===== config.mk =====
export PLATFORM = sky130hd
export DESIGN_NAME = decode_unit
export DESIGN_NICKNAME = d
export VERILOG_FILES = /design/src/cpu_isa_pkg.sv /design/src/decode_unit.sv
export SDC_FILE = /design/constraint.sdc
export NUM_CORES = 1
export LEC_CHECK = 0
export ABC_AREA = 0
export BUFFER_PORTS_ARGS = -buffer_cell sky130_fd_sc_hd__buf_2
export CORE_AREA = 5 5 116 118
export CTS_BUF_LIST = sky130_fd_sc_hd__clkbuf_16
export DETAILED_ROUTE_END_ITERATION = 6
export DIE_AREA = 0 0 121 123
export GPL_TIMING_DRIVEN = 0
export PLACE_DENSITY = 0.71
export SETUP_SLACK_MARGIN = 0.5
export SLEW_MARGIN = 20
export SYNTH_ARGS = -nofsm -noshare
export SYNTH_HDL_FRONTEND = slang
export SYNTH_SLANG_ARGS = --single-unit

===== constraint.sdc =====
create_clock -name clk -period 2.3 [get_ports clk]
set_input_delay 0.575 -clock clk [delete_from_list [all_inputs] [get_ports clk]]
set_output_delay 0.575 -clock clk [all_outputs]
set_load 0.02 [all_outputs]

===== src/cpu_isa_pkg.sv =====
package cpu_isa_pkg;

    typedef logic [31:0] word_t;    // Data word and byte address
    typedef logic [31:0] inst_t;
    typedef logic [3:0]  reg_idx_t;
    typedef logic [15:0] imm_t;     // Immediate before sign extension

    // Primary opcodes
    typedef enum logic [5:0] {
        OP1_ALUR = 6'b000000,
        OP1_BEQ  = 6'b001000,
        OP1_BLT  = 6'b001001,
        OP1_BLE  = 6'b001010,
        OP1_BNE  = 6'b001011,
        OP1_JAL  = 6'b001100,
        OP1_LW   = 6'b010010,
        OP1_SW   = 6'b011010,
        OP1_ADDI = 6'b100000,
        OP1_ANDI = 6'b100100,
        OP1_ORI  = 6'b100101,
        OP1_XORI = 6'b100110
    } op1_e;

    // ALUR function codes
    typedef enum logic [7:0] {
        OP2_EQ   = 8'h08,
        OP2_LT   = 8'h09,
        OP2_LE   = 8'h0A,
        OP2_NE   = 8'h0B,
        OP2_ADD  = 8'h20,
        OP2_AND  = 8'h24,
        OP2_OR   = 8'h25,
        OP2_XOR  = 8'h26,
        OP2_SUB  = 8'h28,
        OP2_NAND = 8'h2C,
        OP2_NOR  = 8'h2D,
        OP2_NXOR = 8'h2E,
        OP2_RSHF = 8'h30,
        OP2_LSHF = 8'h31
    } op2_e;

    typedef enum logic [1:0] {
        WB_PC  = 2'd0,  // Link address for JAL
        WB_MEM = 2'd1,
        WB_ALU = 2'd2
    } wb_src_e;

    localparam word_t INST_SIZE = 32'd4;

    // Instruction field positions
    localparam int OP1_HI = 31;
    localparam int OP1_LO = 26;
    localparam int OP2_HI = 25;
    localparam int OP2_LO = 18;
    localparam int IMM_HI = 23;
    localparam int IMM_LO = 8;
    localparam int RD_HI  = 11;
    localparam int RD_LO  = 8;
    localparam int RS_HI  = 7;
    localparam int RS_LO  = 4;
    localparam int RT_HI  = 3;
    localparam int RT_LO  = 0;

endpackage


===== src/decode_unit.sv =====
`timescale 1ns/1ps

module decode_unit (
    input  logic                  clk,
    input  logic                  reset,
    input  cpu_isa_pkg::inst_t    fe_inst,
    input  logic                  fe_valid,
    input  cpu_isa_pkg::word_t    fe_pc_next,
    input  logic                  redirect,
    input  cpu_isa_pkg::reg_idx_t ex_dst,
    input  cpu_isa_pkg::reg_idx_t mem_dst,
    input  cpu_isa_pkg::reg_idx_t wb_dst,
    input  cpu_isa_pkg::word_t    rs_val,
    input  cpu_isa_pkg::word_t    rt_val,
    output cpu_isa_pkg::reg_idx_t rs,
    output cpu_isa_pkg::reg_idx_t rt,
    output logic                  stall,
    output cpu_isa_pkg::op1_e     id_op1,
    output cpu_isa_pkg::op2_e     id_op2,
    output cpu_isa_pkg::word_t    id_a,
    output cpu_isa_pkg::word_t    id_b,
    output cpu_isa_pkg::word_t    id_imm,
    output cpu_isa_pkg::word_t    id_pc_next,
    output cpu_isa_pkg::reg_idx_t id_dst,
    output cpu_isa_pkg::wb_src_e  id_wb_src,
    output logic                  id_reg_we,
    output logic                  id_mem_we,
    output logic                  id_mem_re
);

    cpu_isa_pkg::op1_e     op1;
    cpu_isa_pkg::op2_e     op2;
    cpu_isa_pkg::imm_t     imm;
    cpu_isa_pkg::reg_idx_t rd;
    cpu_isa_pkg::reg_idx_t dst;
    cpu_isa_pkg::wb_src_e  wb_src;
    logic                  reg_we;
    logic                  mem_we;
    logic                  mem_re;
    logic                  use_rt;
    logic                  rs_hit;
    logic                  rt_hit;
    logic                  bubble;

    assign op1 = cpu_isa_pkg::op1_e'(fe_inst[cpu_isa_pkg::OP1_HI:cpu_isa_pkg::OP1_LO]);
    assign op2 = cpu_isa_pkg::op2_e'(fe_inst[cpu_isa_pkg::OP2_HI:cpu_isa_pkg::OP2_LO]);
    assign imm = fe_inst[cpu_isa_pkg::IMM_HI:cpu_isa_pkg::IMM_LO];
    assign rd  = fe_inst[cpu_isa_pkg::RD_HI:cpu_isa_pkg::RD_LO];
    assign rs  = fe_inst[cpu_isa_pkg::RS_HI:cpu_isa_pkg::RS_LO];
    assign rt  = fe_inst[cpu_isa_pkg::RT_HI:cpu_isa_pkg::RT_LO];

    // Control table
    always_comb begin
        reg_we = 1'b0;
        mem_we = 1'b0;
        mem_re = 1'b0;
        use_rt = 1'b0;
        wb_src = cpu_isa_pkg::WB_ALU;
        case (op1)
            cpu_isa_pkg::OP1_ALUR: begin
                reg_we = 1'b1;
                use_rt = 1'b1;
            end
            cpu_isa_pkg::OP1_BEQ, cpu_isa_pkg::OP1_BLT,
            cpu_isa_pkg::OP1_BLE, cpu_isa_pkg::OP1_BNE: use_rt = 1'b1;
            cpu_isa_pkg::OP1_JAL: begin
                reg_we = 1'b1;
                wb_src = cpu_isa_pkg::WB_PC;
            end
            cpu_isa_pkg::OP1_LW: begin
                reg_we = 1'b1;
                mem_re = 1'b1;
                wb_src = cpu_isa_pkg::WB_MEM;
            end
            cpu_isa_pkg::OP1_SW: begin
                mem_we = 1'b1;
                use_rt = 1'b1;
            end
            cpu_isa_pkg::OP1_ADDI, cpu_isa_pkg::OP1_ANDI,
            cpu_isa_pkg::OP1_ORI, cpu_isa_pkg::OP1_XORI: reg_we = 1'b1;
            default: reg_we = 1'b0;
        endcase
        // Fetch bubbles arrive as opcode zero
        if (!fe_valid) begin
            reg_we = 1'b0;
            mem_we = 1'b0;
            mem_re = 1'b0;
        end
    end

    // ALUR writes rd, everything else writes rt
    assign dst = !reg_we ? '0 : (op1 == cpu_isa_pkg::OP1_ALUR) ? rd : rt;

    // id_dst is this unit's copy of the execute-stage destination
    assign rs_hit = (rs != '0) &&
                    (rs == id_dst || rs == ex_dst || rs == mem_dst || rs == wb_dst);
    assign rt_hit = (rt != '0) &&
                    (rt == id_dst || rt == ex_dst || rt == mem_dst || rt == wb_dst);
    assign stall  = fe_valid && (rs_hit || (use_rt && rt_hit));
    assign bubble = stall || redirect;

    always_ff @(posedge clk or posedge reset) begin
        if (reset) begin
            id_op1    <= cpu_isa_pkg::OP1_ALUR;
            id_dst    <= '0;
            id_wb_src <= cpu_isa_pkg::WB_ALU;
            id_reg_we <= 1'b0;
            id_mem_we <= 1'b0;
            id_mem_re <= 1'b0;
        end else begin
            id_op1    <= bubble ? cpu_isa_pkg::OP1_ALUR : op1;
            id_dst    <= bubble ? '0 : dst;
            id_wb_src <= wb_src;
            id_reg_we <= reg_we && !bubble;
            id_mem_we <= mem_we && !bubble;
            id_mem_re <= mem_re && !bubble;
        end
    end

    always_ff @(posedge clk) begin
        id_op2     <= op2;
        id_a       <= rs_val;
        id_b       <= rt_val;
        id_imm     <= {{16{imm[15]}}, imm};   // Sign extend
        id_pc_next <= fe_pc_next;
    end

endmodule


==> flow_metrics.tcl <==
set metrics [dict create \
    grt_setup_unrepaired "true" \
    die_h_um 123 \
    yosys.cell_types.count 30 \
    clkPwrFrac 0.459 \
    root_buffer "clkbuf_16" \
    core_sq_um 12360 \
    cts_tree "yes" \
    syn_avg_cell_area_sq_um 14.07 \
    row_count 41 \
    grt_pass1_vias 3389 \
    grt_max_degree 19 \
    routed_wl_um 11590 \
    status "complete, but fails checks" \
    cp.required_ps 1730 \
    multi_input_area_sq_um 759.5 \
    die_w_um 121 \
    worstSetupPathType "in -> out" \
    drv_cap 0 \
    cts_sinks 129 \
    relSlewSlack 0.5964 \
    hpwl_um 9293 \
    slew_violations 0 \
    comb_power_share 0.118 \
    ir_drop_mv 0.6685 \
    drtPass1Iterations 4 \
    synth_nets 400 \
    fmax_mhz 411.1 \
    hold_viol 0 \
    grtUsageTotal 0.1486 \
    gr-total-overflow 0 \
    seqCellArea_sq_um 2663 \
    cts_buffer_depth 2 \
    finClkSkew_ps 6.544 \
    hold_class "in -> async" \
    synth-seq-cells 129 \
    power_switching_mw 1.407 \
    worst_pin_slew_ps 604.7 \
    leakage_nw 3.164 \
    drive_gt1_frac 0.6746 \
    clk_pin_slew_ps 60 \
    drc 0 \
    start_util 0.2914 \
    p_int_mw 4.244 \
    yosysWarnings 0 \
    grt_pass1_wl_um 16770 \
    stdcell_area_sq_um 6081 \
    numCtsBuffers 17 \
    swShare 0.2490 \
    grt_antenna_before_repair 1 \
    portBuffers 295 \
    worst_ep_arrival_time_ps 1860 \
    drt_iter0_markers 79 \
    via_per_inst 3.983 \
    fin_ws_ps -132.5 \
    finalNetCount 721 \
    crit_path_start_kind "input port" \
    ios 304 \
    violations "setup timing" \
    synthCells 256 \
    avgRoutedWirePerCell_um 15.21 \
    seqPwrFrac 0.423 \
    end_kind "output pin" \
    netlist_area_sq_um 3602 \
    place_ws_ps -274.5 \
    clk_latency_ps 400 \
    cts_max_level 4 \
    utilization 0.4919 \
    dpl-instance-area_sq_um 5326 \
    fin_crit_ps 2433 \
    n_fill_cell 1155 \
    p_per_area_nw_per_um2 929.2 \
    antenna_cells 0 \
    die_area_sq_um 14880 \
    yosysSeqAreaShare 0.7381 \
    ant_nets 0 \
    totalPowerFinal_mw 5.651 \
    path_max_fanout 5 \
    gp_congestion 0.8046 \
    area_growth_pct 68.81 \
    setup_viol 1 \
    vias 3035 \
    fin_crit_sh 1.058 \
]
-- flip-flops by register name, indices dropped and copies added (netlist names) --
name        flops
id_a           32
id_b           32
id_dst          4
id_imm         15
id_mem_re       1
id_mem_we       1
id_op1          6
id_op2          3
id_pc_next     32
id_reg_we       1
id_wb_src       2
-- timing repair --
| item | CTS | global route |
|---|---|---|
| endpoints found under the setup margin | 19 | 14 |
| hold buffers | 0 | 0 |
| pin swaps | 4 | 8 |
| setup buffers | 3 | 4 |
| gates resized for setup | 8 | 15 |
-- critical path, stage by stage --
cell and delay (ps):
buf_2 160, xor2_1 170, nor4_1 370, o41ai_2 140, buf_4 170, o22ai_4 130
buf_6 150
-- layout by cell type, fill, tap and decap left out, types with 2 or more instances in the layout --
cell	n
clkinv_2	3
dfrtp_1	14
xor2_2	2
nor3b_2	6
dfxtp_1	113
o41ai_2	2
nand2_1	5
nor4_2	6
nor3_1	4
buf_2	299
clkinv_4	4
inv_1	5
inv_6	3
mux2i_1	4
buf_4	35
clkbuf_16	17
buf_6	5
xor2_1	30
nor4_1	9
bufinv_16	2
-- cell usage after synthesis --
master	number	area (sq um)
a31oi_1	1	6.260
nor2_1	1	3.750
nor4_2	1	12.51
o21ai_2	1	8.760
nor2_4	1	11.26
nor3b_1	6	45.04
clkbuf_1	1	3.750
or4_4	1	11.26
dfrtp_1	14	350.3
o22ai_2	1	12.51
or3_2	1	7.510
xor2_1	32	280.3
mux2i_1	4	40.04
nand2_1	5	18.77
o21ba_2	1	10.01
nand3b_1	1	7.510
buf_4	30	225.2
o41ai_2	2	32.53
or3_1	1	6.260
o21ai_0	1	5.000
or2_4	1	8.760
nor4_1	14	87.58
buf_2	8	40.04
inv_1	4	15.01
or4_1	1	7.510
nor3_1	5	25.02
nand2b_1	1	6.260
nand3_1	1	5.000
dfxtp_1	114	2282
dfstp_2	1	26.28
-- stage by stage --
step,TNS [ps],std cells,hold slack (ps)
after floorplan,0,256,475.8
after global placement,-249.1,723,662.0
after detailed placement,-274.5,723,678.6
after CTS,-99.90,758,233.4
after global routing,-204.6,762,232.1
final,-132.5,762,236.9
-- per-layer routing --
metal / vias to the layer above / share of wire / GRT usage
met5: - / 0.00069 / 0
li1: 1448 / - / -
met3: 17 / 0.12 / 0.09561
met4: 2 / 0.014 / 0.06161
met1: 1403 / 0.33 / 0.1385
met2: 165 / 0.53 / 0.2588
-- logic make-up after synthesis --
family                 count (synthesis)  share of synthesized area
AO/OA/AOI/OAI                          7                    0.02084
XOR/XNOR                              32                    0.07781
buffers and inverters                 43                    0.07885
flip-flops                           129                     0.7381
multiplexers                           4                    0.01112
AND/OR/NAND/NOR                       41                    0.07329
-- power groups by stage --
stage	logic [mW]	registers [mW]	clock network, mW
CTS	0.648	2.39	2.66
finish	0.667	2.39	2.59
detailed placement	0.631	2.44	0
global route	0.713	2.40	2.77
global placement	0.621	2.43	0
floorplan	0.180	2.59	0
-- path summary, 6_finish.rpt --
| check | depth (start not counted) | slack [ps] | startpoint | to |
|---|---|---|---|---|
| min reg2reg | 6 | 1200 | id_dst[3] | id_mem_re |
| min | 2 | 240 | reset | id_op1[4] |
| max in group asynchronous | 2 | 1660 | reset | id_mem_re |
| max reg2reg | 10 | 370 | id_dst[0] | id_op1[1] |
| min in group clk | 1 | 260 | fe_pc_next[6] | id_pc_next[6] |
| max | 7 | -130 | fe_inst[4] | stall |
-- final cells by class --
| class | instances | area share |
|---|---|---|
| flip-flops and latches | 129 | 0.4379 |
| clock buffers | 17 | 0.06996 |
| inverters | 4 | 0.002469 |
| repair buffers | 302 | 0.2543 |
| well taps | 172 | 0.03539 |
| clock inverters | 15 | 0.02613 |
| multi-input cells | 84 | 0.1249 |
| plain buffers | 39 | 0.04897 |
Note: power is estimated with default switching activity, not from simulation.
