$ cat config.mk
export PLATFORM = sky130hd
export DESIGN_NAME = reg_file
export DESIGN_NICKNAME = d
export VERILOG_FILES = /design/src/cpu_isa_pkg.sv /design/src/reg_file.sv
export SDC_FILE = /design/constraint.sdc
export NUM_CORES = 1
export LEC_CHECK = 0
export BUFFER_PORTS_ARGS = -buffer_cell sky130_fd_sc_hd__buf_2
export CAP_MARGIN = 20
export CORE_AREA = 3 3 283 285
export CTS_BUF_LIST = sky130_fd_sc_hd__clkbuf_8
export DETAILED_ROUTE_END_ITERATION = 8
export DIE_AREA = 0 0 286 288
export PLACE_DENSITY = 0.51
export SLEW_MARGIN = 20
export SYNTH_ARGS = -nofsm -noshare
export SYNTH_HDL_FRONTEND = slang
export SYNTH_SLANG_ARGS = --single-unit
$ cat constraint.sdc
create_clock -name clk -period 20.2 [get_ports clk]
set_input_delay 4.04 -clock clk [delete_from_list [all_inputs] [get_ports clk]]
set_output_delay 4.04 -clock clk [all_outputs]
set_load 0.05 [all_outputs]
$ cat src/cpu_isa_pkg.sv
package cpu_isa_pkg;

    typedef logic [31:0] word_t;    // Data word and byte address
    typedef logic [31:0] inst_t;
    typedef logic [3:0]  reg_idx_t;
    typedef logic [15:0] imm_t;     // Immediate before sign extension

    // Primary opcodes
    typedef enum logic [5:0] {
        OP1_ALUR = 6'b000000,
        OP1_BEQ  = 6'b001000,
        OP1_BLT  = 6'b001001,
        OP1_BLE  = 6'b001010,
        OP1_BNE  = 6'b001011,
        OP1_JAL  = 6'b001100,
        OP1_LW   = 6'b010010,
        OP1_SW   = 6'b011010,
        OP1_ADDI = 6'b100000,
        OP1_ANDI = 6'b100100,
        OP1_ORI  = 6'b100101,
        OP1_XORI = 6'b100110
    } op1_e;

    // ALUR function codes
    typedef enum logic [7:0] {
        OP2_EQ   = 8'h08,
        OP2_LT   = 8'h09,
        OP2_LE   = 8'h0A,
        OP2_NE   = 8'h0B,
        OP2_ADD  = 8'h20,
        OP2_AND  = 8'h24,
        OP2_OR   = 8'h25,
        OP2_XOR  = 8'h26,
        OP2_SUB  = 8'h28,
        OP2_NAND = 8'h2C,
        OP2_NOR  = 8'h2D,
        OP2_NXOR = 8'h2E,
        OP2_RSHF = 8'h30,
        OP2_LSHF = 8'h31
    } op2_e;

    typedef enum logic [1:0] {
        WB_PC  = 2'd0,  // Link address for JAL
        WB_MEM = 2'd1,
        WB_ALU = 2'd2
    } wb_src_e;

    localparam word_t INST_SIZE = 32'd4;

    // Instruction field positions
    localparam int OP1_HI = 31;
    localparam int OP1_LO = 26;
    localparam int OP2_HI = 25;
    localparam int OP2_LO = 18;
    localparam int IMM_HI = 23;
    localparam int IMM_LO = 8;
    localparam int RD_HI  = 11;
    localparam int RD_LO  = 8;
    localparam int RS_HI  = 7;
    localparam int RS_LO  = 4;
    localparam int RT_HI  = 3;
    localparam int RT_LO  = 0;

endpackage

$ cat src/reg_file.sv
`timescale 1ns/1ps

module reg_file (
    input  logic                  clk,
    input  logic                  reset,
    input  cpu_isa_pkg::reg_idx_t rs,
    input  cpu_isa_pkg::reg_idx_t rt,
    input  cpu_isa_pkg::reg_idx_t wr_idx,
    input  logic                  wr_en,
    input  cpu_isa_pkg::word_t    wr_data,
    output cpu_isa_pkg::word_t    rs_val,
    output cpu_isa_pkg::word_t    rt_val
);

    cpu_isa_pkg::word_t regs [16];
    logic               wr_live;

    // r0 stays zero
    assign wr_live = wr_en && (wr_idx != '0);

    always_ff @(posedge clk or posedge reset) begin
        if (reset) begin
            for (int i = 0; i < 16; i++) begin
                regs[i] <= '0;
            end
        end else if (wr_live) begin
            regs[wr_idx] <= wr_data;
        end
    end

    // Write-first bypass
    assign rs_val = (wr_live && wr_idx == rs) ? wr_data : regs[rs];
    assign rt_val = (wr_live && wr_idx == rt) ? wr_data : regs[rt];

endmodule

==> metrics.md, run 1 <==
| Metric | Value |
|---|---|
| Status | complete, no violations |
| Main combinational cell family by area after synthesis | multiplexers |
| Initial core utilization | a little over a third |
| Final worst path period share | 58.42% |
| Critical Path Max Stage Delay | 860 ps |
| TritonCTS buffer count | 90 |
| Simple-gate portion of the synthesized area | 1.524% |
| GPL Wtd Cong | approximately 0.73 |
| Post-Syn Nets | 1,800 |
| First-pass GRT wire length | 119,000 um |
| Crit Path Class | in2out |
| Top FF cell, synth | dfrtp_1 |
| Crit-path max FO | 52 |
| DP HPWL | between 40,000 and 50,000 um |
| Syn Area/Cell | 15.46 um^2 |
| Post-Route Skew | 0 ps |
| WL final | 80,290 um |
| Vias in the first global route | 17,630 |
| Area delta synth->final | 11.62% |
| Synth Area in Compound Gates | 3.468% |
| Pwr Density | ~100 nW/um^2 |
| Peak VDD IR | around 0.000039 V |
| Fin. max-slew vios | 0 |
| WP data required | approximately 16,000 ps |
| Worst hold margin | 392.2 ps |
| CP endpoint kind | primary output |
| Static Leak | roughly 0.013 uW |
| Clock sink count | 512 |
| Crit-path most repeated cell | buf_4 |
| Antenna violations before repair | 2 |
| Mux share of post-synthesis cell area | between 40% and 50% |
| Drc violations | 0 |
| Post-CTS Repair Setup Buffers | 0 |
| Min-Delay Path Depth | 0 |
| Post-Synth Adder-Cell Area | 0% |
| Worst Path Arrival | 7760 ps |
| Delay-heaviest family, CP | buffers and inverters |
| Synth top area cells | dfrtp_1 47%, mux2_2 22%, mux4_2 21%, a22oi_1 3.4%, clkbuf_1 1.6% |
| Drt via density | 5.750 |
| # rows | 102 |
| Synth Cell Area | 27,100 um^2 |
| Peak Freq | 84.74 MHz |
| Die area | around 82,000 um^2 |
| GRT overflow | 0 |
| Worst Setup Start Kind | input port |
| 1st-iter DRT viols | 1,144 |
| Vias post-DR | ~17,000 |
| Hold Crit Endpoint | regs[499] |
| R2R Setup Slk | 19,390 ps |
| R2R Path Start | regs[121] |
| FF+latch count, synth | just over 500 |
| Top-count cell post-synth | mux2_2 |
| Worst-Margin Slew | 1086 ps |
| Post_cts resized | 0 |
| Setup TNS | 0 ps |
| Hold_sp | regs[499] |
| Post-synth cell types | 22 |
| CP Buf/Inv Count | 4 |
| Syn Inst Count | 1,753 |
| NumNets Final | 1,829 |
| CTS Hold Bufs | 0 |
| # Max-Cap Violations | 0 |
| Yosys warns | 0 |
| Final Critical Period | 11,800 ps |
| Max Root-Sink Buffers | 3 |
| Fin util | roughly 40% |
| FFs w/ async S/R, synth | 100.0% |
| Critical-path top delay cell | buf_4 |
| Fin. Hold Viols | 0 |
| Worst path cell trace | buf_8 -> buf_4 -> buf_4 -> mux4_2 -> a22oi_1 -> nand2_1 -> mux2_2 -> buf_2 |
| Detail Route Antenna Nets | 0 |
| Leading area contributor after synthesis | dfrtp_1 |
| XOR/XNOR Fraction of Synth Area | 0.2586% |
| # IOs | 111 |
| CTS tree | built |
| Largest regs | regs: 512 flops |
| Clock root cell | clkbuf_8 |
| Setup repair after global routing missed its margin | no |
| Reg2Reg Capture Point | regs[121] |
| IO Port Bufs | 110 |
| Worst Reg-to-Reg Cells | 1 |
| Rel. slew slack | 27.60% |
| Core Box Area | 77,590 um^2 |
| Number of synthesized flops with an enable pin | 0 |
| Top cell type's share of synthesized area | 47.28% |
| Setup violators final | 0 |
| Synth top cells by count | 529 x mux2_2, 512 x dfrtp_1, 258 x mux4_2, 124 x a22oi_1, 113 x clkbuf_1 |
| Hold/Removal Path Class | reg2reg |
| Initial DRT Pass Iterations | 5 |
| Register area share after synthesis | 47.28% |
| Clock-pin transition on the worst setup and hold timing paths | about 60 ps |
| Routed wire per std cell | 27.81 um |
| H-tree depth | 3 |
| Max reg flops | roughly 510 |
| GRT Resource Usage Total | 19.49% |
| Die Height | 288 um |
| Clk_lat worst skew | 670 ps |
| Most flops, register | regs |
| Pin count of the biggest net entering global routing | 178 |
| Design Power | 3161 uW |
| Die width | around 290 um |
| Layout cell share with drive strength beyond 1 | about three fifths |
==> placed cells by master, fill, tap and decap left out <==
cell        synthesis  layout
a22oi_1           124     124
and2_2              0       2
buf_12              0       2
buf_2              79     106
buf_4              10      34
buf_6               0       2
buf_8               0       2
clkbuf_8            0     112
clkinv_2            0       4
clkinvlp_4          0       3
dfrtp_1           512     512
diode_2             0       3
inv_1               1      33
inv_6               0       1
inv_8               0       2
mux2_1             15      15
mux2_2            529     529
mux4_2            258     258
nand2_1            63      63
nand2b_1            4       2
nand2b_2            0       2
nand3_1             1       1
nand3b_1            2       2
nand4_1             2       2
nor2_4              0      13
nor2b_4             0       5
nor3b_1             1       1
o41ai_1             1       1
or3_2               0       3
xnor2_1             8       8
==> final cells by class <==
| class | count | area (um^2) |
|---|---|---|
| well taps | 1040 | 1301 |
| multi-input cells | 1031 | 13510 |
| fillers | 7331 | 47350 |
| clock inverters | 42 | 186.4 |
| repair buffers | 146 | 878.3 |
| clock buffers | 112 | 1541 |
| inverters | 1 | 11.26 |
| flip-flops and latches | 512 | 12810 |
| diodes | 3 | 7.507 |
==> worst max path at each step <==
stage | depth (start not counted) | slack (ps) | to | startpoint
6_report | 8 | 8400 | rt_val[26] | rt[0]
5_1_grt | 8 | 8050 | rt_val[26] | rt[0]
3_3_place_gp | 8 | 8300 | rt_val[26] | rt[0]
4_1_cts | 8 | 8270 | rt_val[26] | rt[0]
3_5_place_dp | 8 | 8280 | rt_val[26] | rt[0]
2_1_floorplan | 1 | 1860 | regs[0] | reset
==> metrics by stage <==
step                      area [um^2]  std cells  setup WS [ps]
after floorplan                 27100       1753           1860
after global routing            30240       2887           8055
after global placement          28510       2730           8300
final                           30240       2887           8399
after CTS                       30240       2884           8265
after detailed placement        28510       2730           8280
==> report_power, final <==
part	total [uW]	internal, uW	switching [uW]
logic	816	439	377
registers	1410	1250	161
clock network	932	495	436
==> cells by family (layout without fill, tap and decap cells) <==
group | count (synthesis) | after routing
mux | 802 | 802
compound gates | 125 | 125
other cells | 0 | 3
flops | 512 | 512
simple gates | 96 | 96
xor+xnor | 8 | 8
buf+inv | 210 | 301
==> layer usage <==
metal	vias to the layer above	GRT usage, %	share of wire (%)	wire length, um
met5	-	0	0	0
li1	6858	-	-	-
met2	474	30.86	48	38260
met4	0	6.001	2.2	1759
met3	117	2.874	4.5	3646
met1	9150	27.78	46	36630
Power figures use the tool's default switching activity.
==> run 2, diff against run 1 <==
--- a/config.mk
+++ b/config.mk
@@ -11,7 +11,7 @@
 export CTS_BUF_LIST = sky130_fd_sc_hd__clkbuf_8
 export DETAILED_ROUTE_END_ITERATION = 8
 export DIE_AREA = 0 0 286 288
-export PLACE_DENSITY = 0.51
+export PLACE_DENSITY = 0.53
 export SLEW_MARGIN = 20
 export SYNTH_ARGS = -nofsm -noshare
 export SYNTH_HDL_FRONTEND = slang
==> constraint.sdc (replaced) <==
create_clock -name clk -period 10.3 [get_ports clk]
set_input_delay 2.06 -clock clk [delete_from_list [all_inputs] [get_ports clk]]
set_output_delay 2.06 -clock clk [all_outputs]
set_load 0.05 [all_outputs]
==> run 2 against run 1 <==
Effect of this change:
- first-iteration DRC count is 6.2% higher
- combinational power increased by 96%
- highest routed layer is now met5
- routed wire length grew 0.32%
- setup slack worse by 5100 ps
- clock skew stayed put
- critical endpoint is now rt_val[31]
==> metrics.md, run 2 (synthesis gave the netlist of run 1 again) <==
| Metric | Value |
|---|---|
| Fin. max-slew vios | 0 |
| Peak VDD IR | 0.00008529 V |
| WL final | between 80,000 and 90,000 um |
| Fillers | 7,326 |
| Storage element area | about 13,000 um^2 |
| Status | complete, no violations |
| Hold/Removal Path Class | reg2reg |
| Area delta synth->final | 11.79% |
| First-pass GRT wire length | 120,400 um |
| Design Area, Final | around 30,000 um^2 |
| GPL Wtd Cong | approximately 0.73 |
| TritonCTS buffer count | 90 |
| Antenna violations before repair | 2 |
| Core Box Area | 77,590 um^2 |
| Die Height | between 200 and 300 um |
| GRT overflow | 0 |
| WP data required | 8240 ps |
| Drc violations | 0 |
| Static Leak | between 0.01 and 0.015 uW |
| Final worst path period share | around 68% |
| Pwr Density | around 210 nW/um^2 |
| Max reg flops | 512 |
| CTS Hold Bufs | 0 |
| Final Critical Period | around 7000 ps |
| Die area | ~82,000 um^2 |
| Post_cts resized | 0 |
| Setup violators final | 0 |
| NumNets Final | around 1,800 |
| Initial core utilization | between 30% and 40% |
| Clock root cell | clkbuf_8 |
| Post-CTS Repair Setup Buffers | 0 |
| Leading cell types in the layout, fill and taps excluded | 529 x mux2_2, 512 x dfrtp_1, 258 x mux4_2, 124 x a22oi_1, 113 x clkbuf_8 |
| 1st-iter DRT viols | 1,215 |
| Multi-input logic area | 13,510 um^2 |
| Clock sink count | ~500 |
| Placement Setup Slack | 3158 ps |
| Crit path setup slack, layout | 3269 ps |
| Fin. Hold Viols | 0 |
| CTS tree | built |
| Design Power | 6224 uW |
| Vias in the first global route | 17,950 |
| Max Root-Sink Buffers | 3 |
| Setup repair after global routing missed its margin | no |
| Most flops, register | regs |
| IO Port Bufs | 110 |
| Worst Setup Start Kind | input port |
| Die width | 286 um |
| Pin count of the biggest net entering global routing | around 180 |
| Clock-pin transition on the worst setup and hold timing paths | 60 ps |
| Commonest non-fill, non-tap cell in the layout | mux2_2 |
| Clk_lat worst skew | between 600 and 700 ps |
| # Max-Cap Violations | 0 |
| Setup TNS | 0 ps |
| Worst Path Arrival | 4970 ps |
| Largest regs | regs: 512 flops |
| Layout cell share with drive strength beyond 1 | 58.68% |
| Drt via density | roughly 5.8 |
| Detail Route Antenna Nets | 0 |
| Worst hold margin | 394.2 ps |
| CP endpoint kind | primary output |
| DP HPWL | 43,510 um |
| # rows | 102 |
| Initial DRT Pass Iterations | 5 |
| # IOs | 111 |
| Peak Freq | 142.2 MHz |
| Worst-Margin Slew | 1065 ps |
| H-tree depth | 3 |
| Post-Route Skew | 0 ps |
| Vias post-DR | 16,660 |
| GRT Resource Usage Total | roughly a fifth |
| Routed wire per std cell | around 28 um |
| Crit-path max FO | a little under 70 |
| Rel. slew slack | 28.09% |
| Crit Path Class | in2out |
| Placed Area | 28,520 um^2 |
-- run 2: routing by layer --
layer  share of wire (%)  vias to the layer above  GRT usage [%]
met5               0.032                        -              0
met4                 2.4                        4          5.988
met3                 5.9                      128          3.317
met2                  47                      507          30.97
met1                  45                     9167          28.01
li1                    -                     6852              -
-- run 2: final timing paths --
| kind | start | end | slack (ps) | cells after the start |
|---|---|---|---|---|
| setup / recovery | rt[0] | rt_val[31] | 3270 | 7 |
| hold / removal | regs[492] | regs[492] | 390 | 0 |
| setup reg to reg | regs[466] | regs[466] | 9470 | 1 |
| hold reg to reg | regs[492] | regs[492] | 390 | 0 |
| max in group asynchronous | reset | regs[460] | 6870 | 4 |
| min in group asynchronous | reset | regs[213] | 1340 | 2 |
-- run 2: where the power goes --
part | internal (uW) | leakage [uW] | switching (uW) | total (uW)
logic | 862 | 0.00529 | 741 | 1600
clock network | 983 | 0.00103 | 871 | 1850
registers | 2460 | 0.00633 | 311 | 2770
total | 4300 | 0.0127 | 1920 | 6220
-- run 2: cell type report --
class	instances	area share [%]
timing repair buffer	147	2.978
tap	1040	4.296
antenna	2	0.01652
sequential	512	42.30
multi-input combinational	1031	44.59
clock inverter	45	0.6650
inverter	1	0.02478
clock buffer	113	5.134
-- run 2: worst max-delay path: stages --
cell and delay [ps]:
buf_8 610, buf_4 760, mux4_2 600, a22oi_1 220
nand2_1 140, mux2_2 270, buf_2 210
-- run 2: through the flow --
step	util, %	instances
floorplan	-	1753
global placement	36.76	2731
detailed placement	36.76	2731
global route	39.03	2890
CTS	39.03	2889
finish	39.04	2891
==> run 3, diff against run 2 <==
==> constraint.sdc (replaced) <==
create_clock -name clk -period 6.3 [get_ports clk]
set_input_delay 1.26 -clock clk [delete_from_list [all_inputs] [get_ports clk]]
set_output_delay 1.26 -clock clk [all_outputs]
set_load 0.05 [all_outputs]
==> run 3 against run 2 <==
Effect of this change:
- register-to-register slack worse by 4000 ps
- combinational power up 65%
- critical path depth unchanged
- largest power group unchanged
- first-iteration DRC count up 4.9%
- design area up 1.1%
- clock power up 74%
- critical path type unchanged
- utilization up 0.44 points
- clock-buffer cell count up 6
- global-route usage up 0.14 points
- sequential share of layout area down 0.47 points
- largest cell class unchanged
- sequential cell count unchanged
- highest routed layer is now met4
==> metrics.md, run 3 (synthesis gave the netlist of run 1 again) <==
| Metric | Value |
|---|---|
| Status | complete, no violations |
| CP Buf/Inv Count | 3 |
| Drt via density | around 5.7 |
| Fin. max-slew vios | 0 |
| Post_cts resized | 0 |
| Vias in the first global route | 18,250 |
| Worst hold margin | a little under 400 ps |
| Worst Path Arrival | about 3800 ps |
| H-tree depth | 3 |
| Post-Route Skew | 0 ps |
| Routed wire per std cell | 27.72 um |
| GRT Resource Usage Total | 19.83% |
| Drc violations | 0 |
| Delay-heaviest family, CP | buffers and inverters |
| Critical-path top delay cell | buf_4 |
| Commonest non-fill, non-tap cell in the layout | mux2_2 |
| Pin count of the biggest net entering global routing | 135 |
| # Max-Cap Violations | 0 |
| Setup TNS | 0 ps |
| Setup repair after global routing missed its margin | no |
| Detail Route Antenna Nets | 0 |
| Worst-Margin Slew | 1132 ps |
| WP data required | 5040 ps |
| Area delta synth->final | 13.04% |
| Pwr Density | between 300 and 400 nW/um^2 |
| Setup violators final | 0 |
| WL final | about 81,000 um |
| Design Area, Final | 30,630 um^2 |
| Clock-pin transition on the worst setup and hold timing paths | ~60 ps |
| Placed Area | 28,710 um^2 |
| Static Leak | 0.01281 uW |
| Layout cell share with drive strength beyond 1 | 59.41% |
| Vias post-DR | 16,700 |
| Core Box Area | 77,590 um^2 |
| Clock root cell | clkbuf_8 |
| Final Critical Period | 5071 ps |
| Max Root-Sink Buffers | 3 |
| Final worst path period share | roughly 80% |
| Crit path setup slack, layout | 1229 ps |
| Die width | 286 um |
| Post-CTS Repair Setup Buffers | 0 |
| Initial core utilization | 34.92% |
| Die area | 82,370 um^2 |
| Largest regs | regs: 512 flops |
| Critical Path Max Stage Delay | 860 ps |
| Initial DRT Pass Iterations | 4 |
| Placement Setup Slack | approximately 1200 ps |
| # rows | 102 |
| GPL Wtd Cong | 0.7653 |
| Leading cell types in the layout, fill and taps excluded | 529 x mux2_2, 512 x dfrtp_1, 258 x mux4_2, 124 x a22oi_1, 119 x clkbuf_8 |
| Crit Path Class | in2out |
| Peak Freq | 197.2 MHz |
| Crit-path max FO | 59 |
| Rel. slew slack | 24.35% |
| Worst Setup Start Kind | input port |
| Hold/Removal Path Class | reg2reg |
| Antenna violations before repair | 5 |
| CTS Hold Bufs | 0 |
| CP endpoint kind | primary output |
| Fin. Hold Viols | 0 |
| GRT overflow | 0 |
| TritonCTS buffer count | 91 |
| 1st-iter DRT viols | 1,274 |
| Clock sink count | 512 |
| Peak VDD IR | 0.0001431 V |
| NumNets Final | 1,847 |
| Clk_lat worst skew | between 600 and 700 ps |
| # IOs | 111 |
| CTS tree | built |
| First-pass GRT wire length | around 120,000 um |
| Most flops, register | regs |
| Max reg flops | around 510 |
| Die Height | 288 um |
| Worst path cell trace | buf_6 -> buf_4 -> mux4_2 -> a22oi_1 -> nand2_1 -> mux2_2 -> buf_2 |
| DP HPWL | 47,290 um |
| IO Port Bufs | 110 |
## run 3: cell count changes in the layout (fill, tap and decap cells not counted)
cell	change
clkbuf_8	+6
buf_6	-1
buf_12	+4
clkinv_2	+2
inv_1	-5
buf_4	+11
buf_16	+2
inv_8	-1
inv_6	+1
bufinv_16	+2
## run 3: power breakdown
part / switching (uW) / internal, uW
combinational: 1220 / 1420
clock: 1440 / 1770
sequential: 514 / 4010
## run 3: path summary, 6_finish.rpt
kind / startpoint / slack, ps / cells past startpoint / endpoint
worst max-delay path: rs[1] / 1230 / 7 / rs_val[23]
worst min register to register: regs[484] / 390 / 0 / regs[484]
worst min-delay path: regs[484] / 390 / 0 / regs[484]
max in group asynchronous: reset / 4200 / 4 / regs[425]
worst max register to register: regs[459] / 5480 / 1 / regs[459]
min in group asynchronous: reset / 610 / 2 / regs[440]
## run 3: through the flow
stage | cells | total power (uW) | utilization (%)
2_1_floorplan | 1753 | 6552 | -
3_3_place_gp | 2745 | 7121 | 36.96
3_5_place_dp | 2746 | 7229 | 37.00
4_1_cts | 2909 | 10490 | 39.43
5_1_grt | 2911 | 10910 | 39.47
6_report | 2912 | 10380 | 39.47
## run 3: cell type report
| class | instances | area (um^2) |
|---|---|---|
| diodes | 2 | 5.005 |
| clock buffers | 119 | 1638 |
| clock inverters | 44 | 250.2 |
| fillers | 7255 | 46970 |
| inverters | 1 | 7.507 |
| multi-input cells | 1031 | 13510 |
| flip-flops and latches | 512 | 12810 |
| well taps | 1040 | 1301 |
| repair buffers | 163 | 1109 |
## run 3: routing by layer
layer | global-route usage [%] | part of all wire [%]
met5 | 0 | 0
met3 | 3.428 | 5.0
met4 | 6.090 | 2.3
met2 | 32.40 | 49
met1 | 27.08 | 44
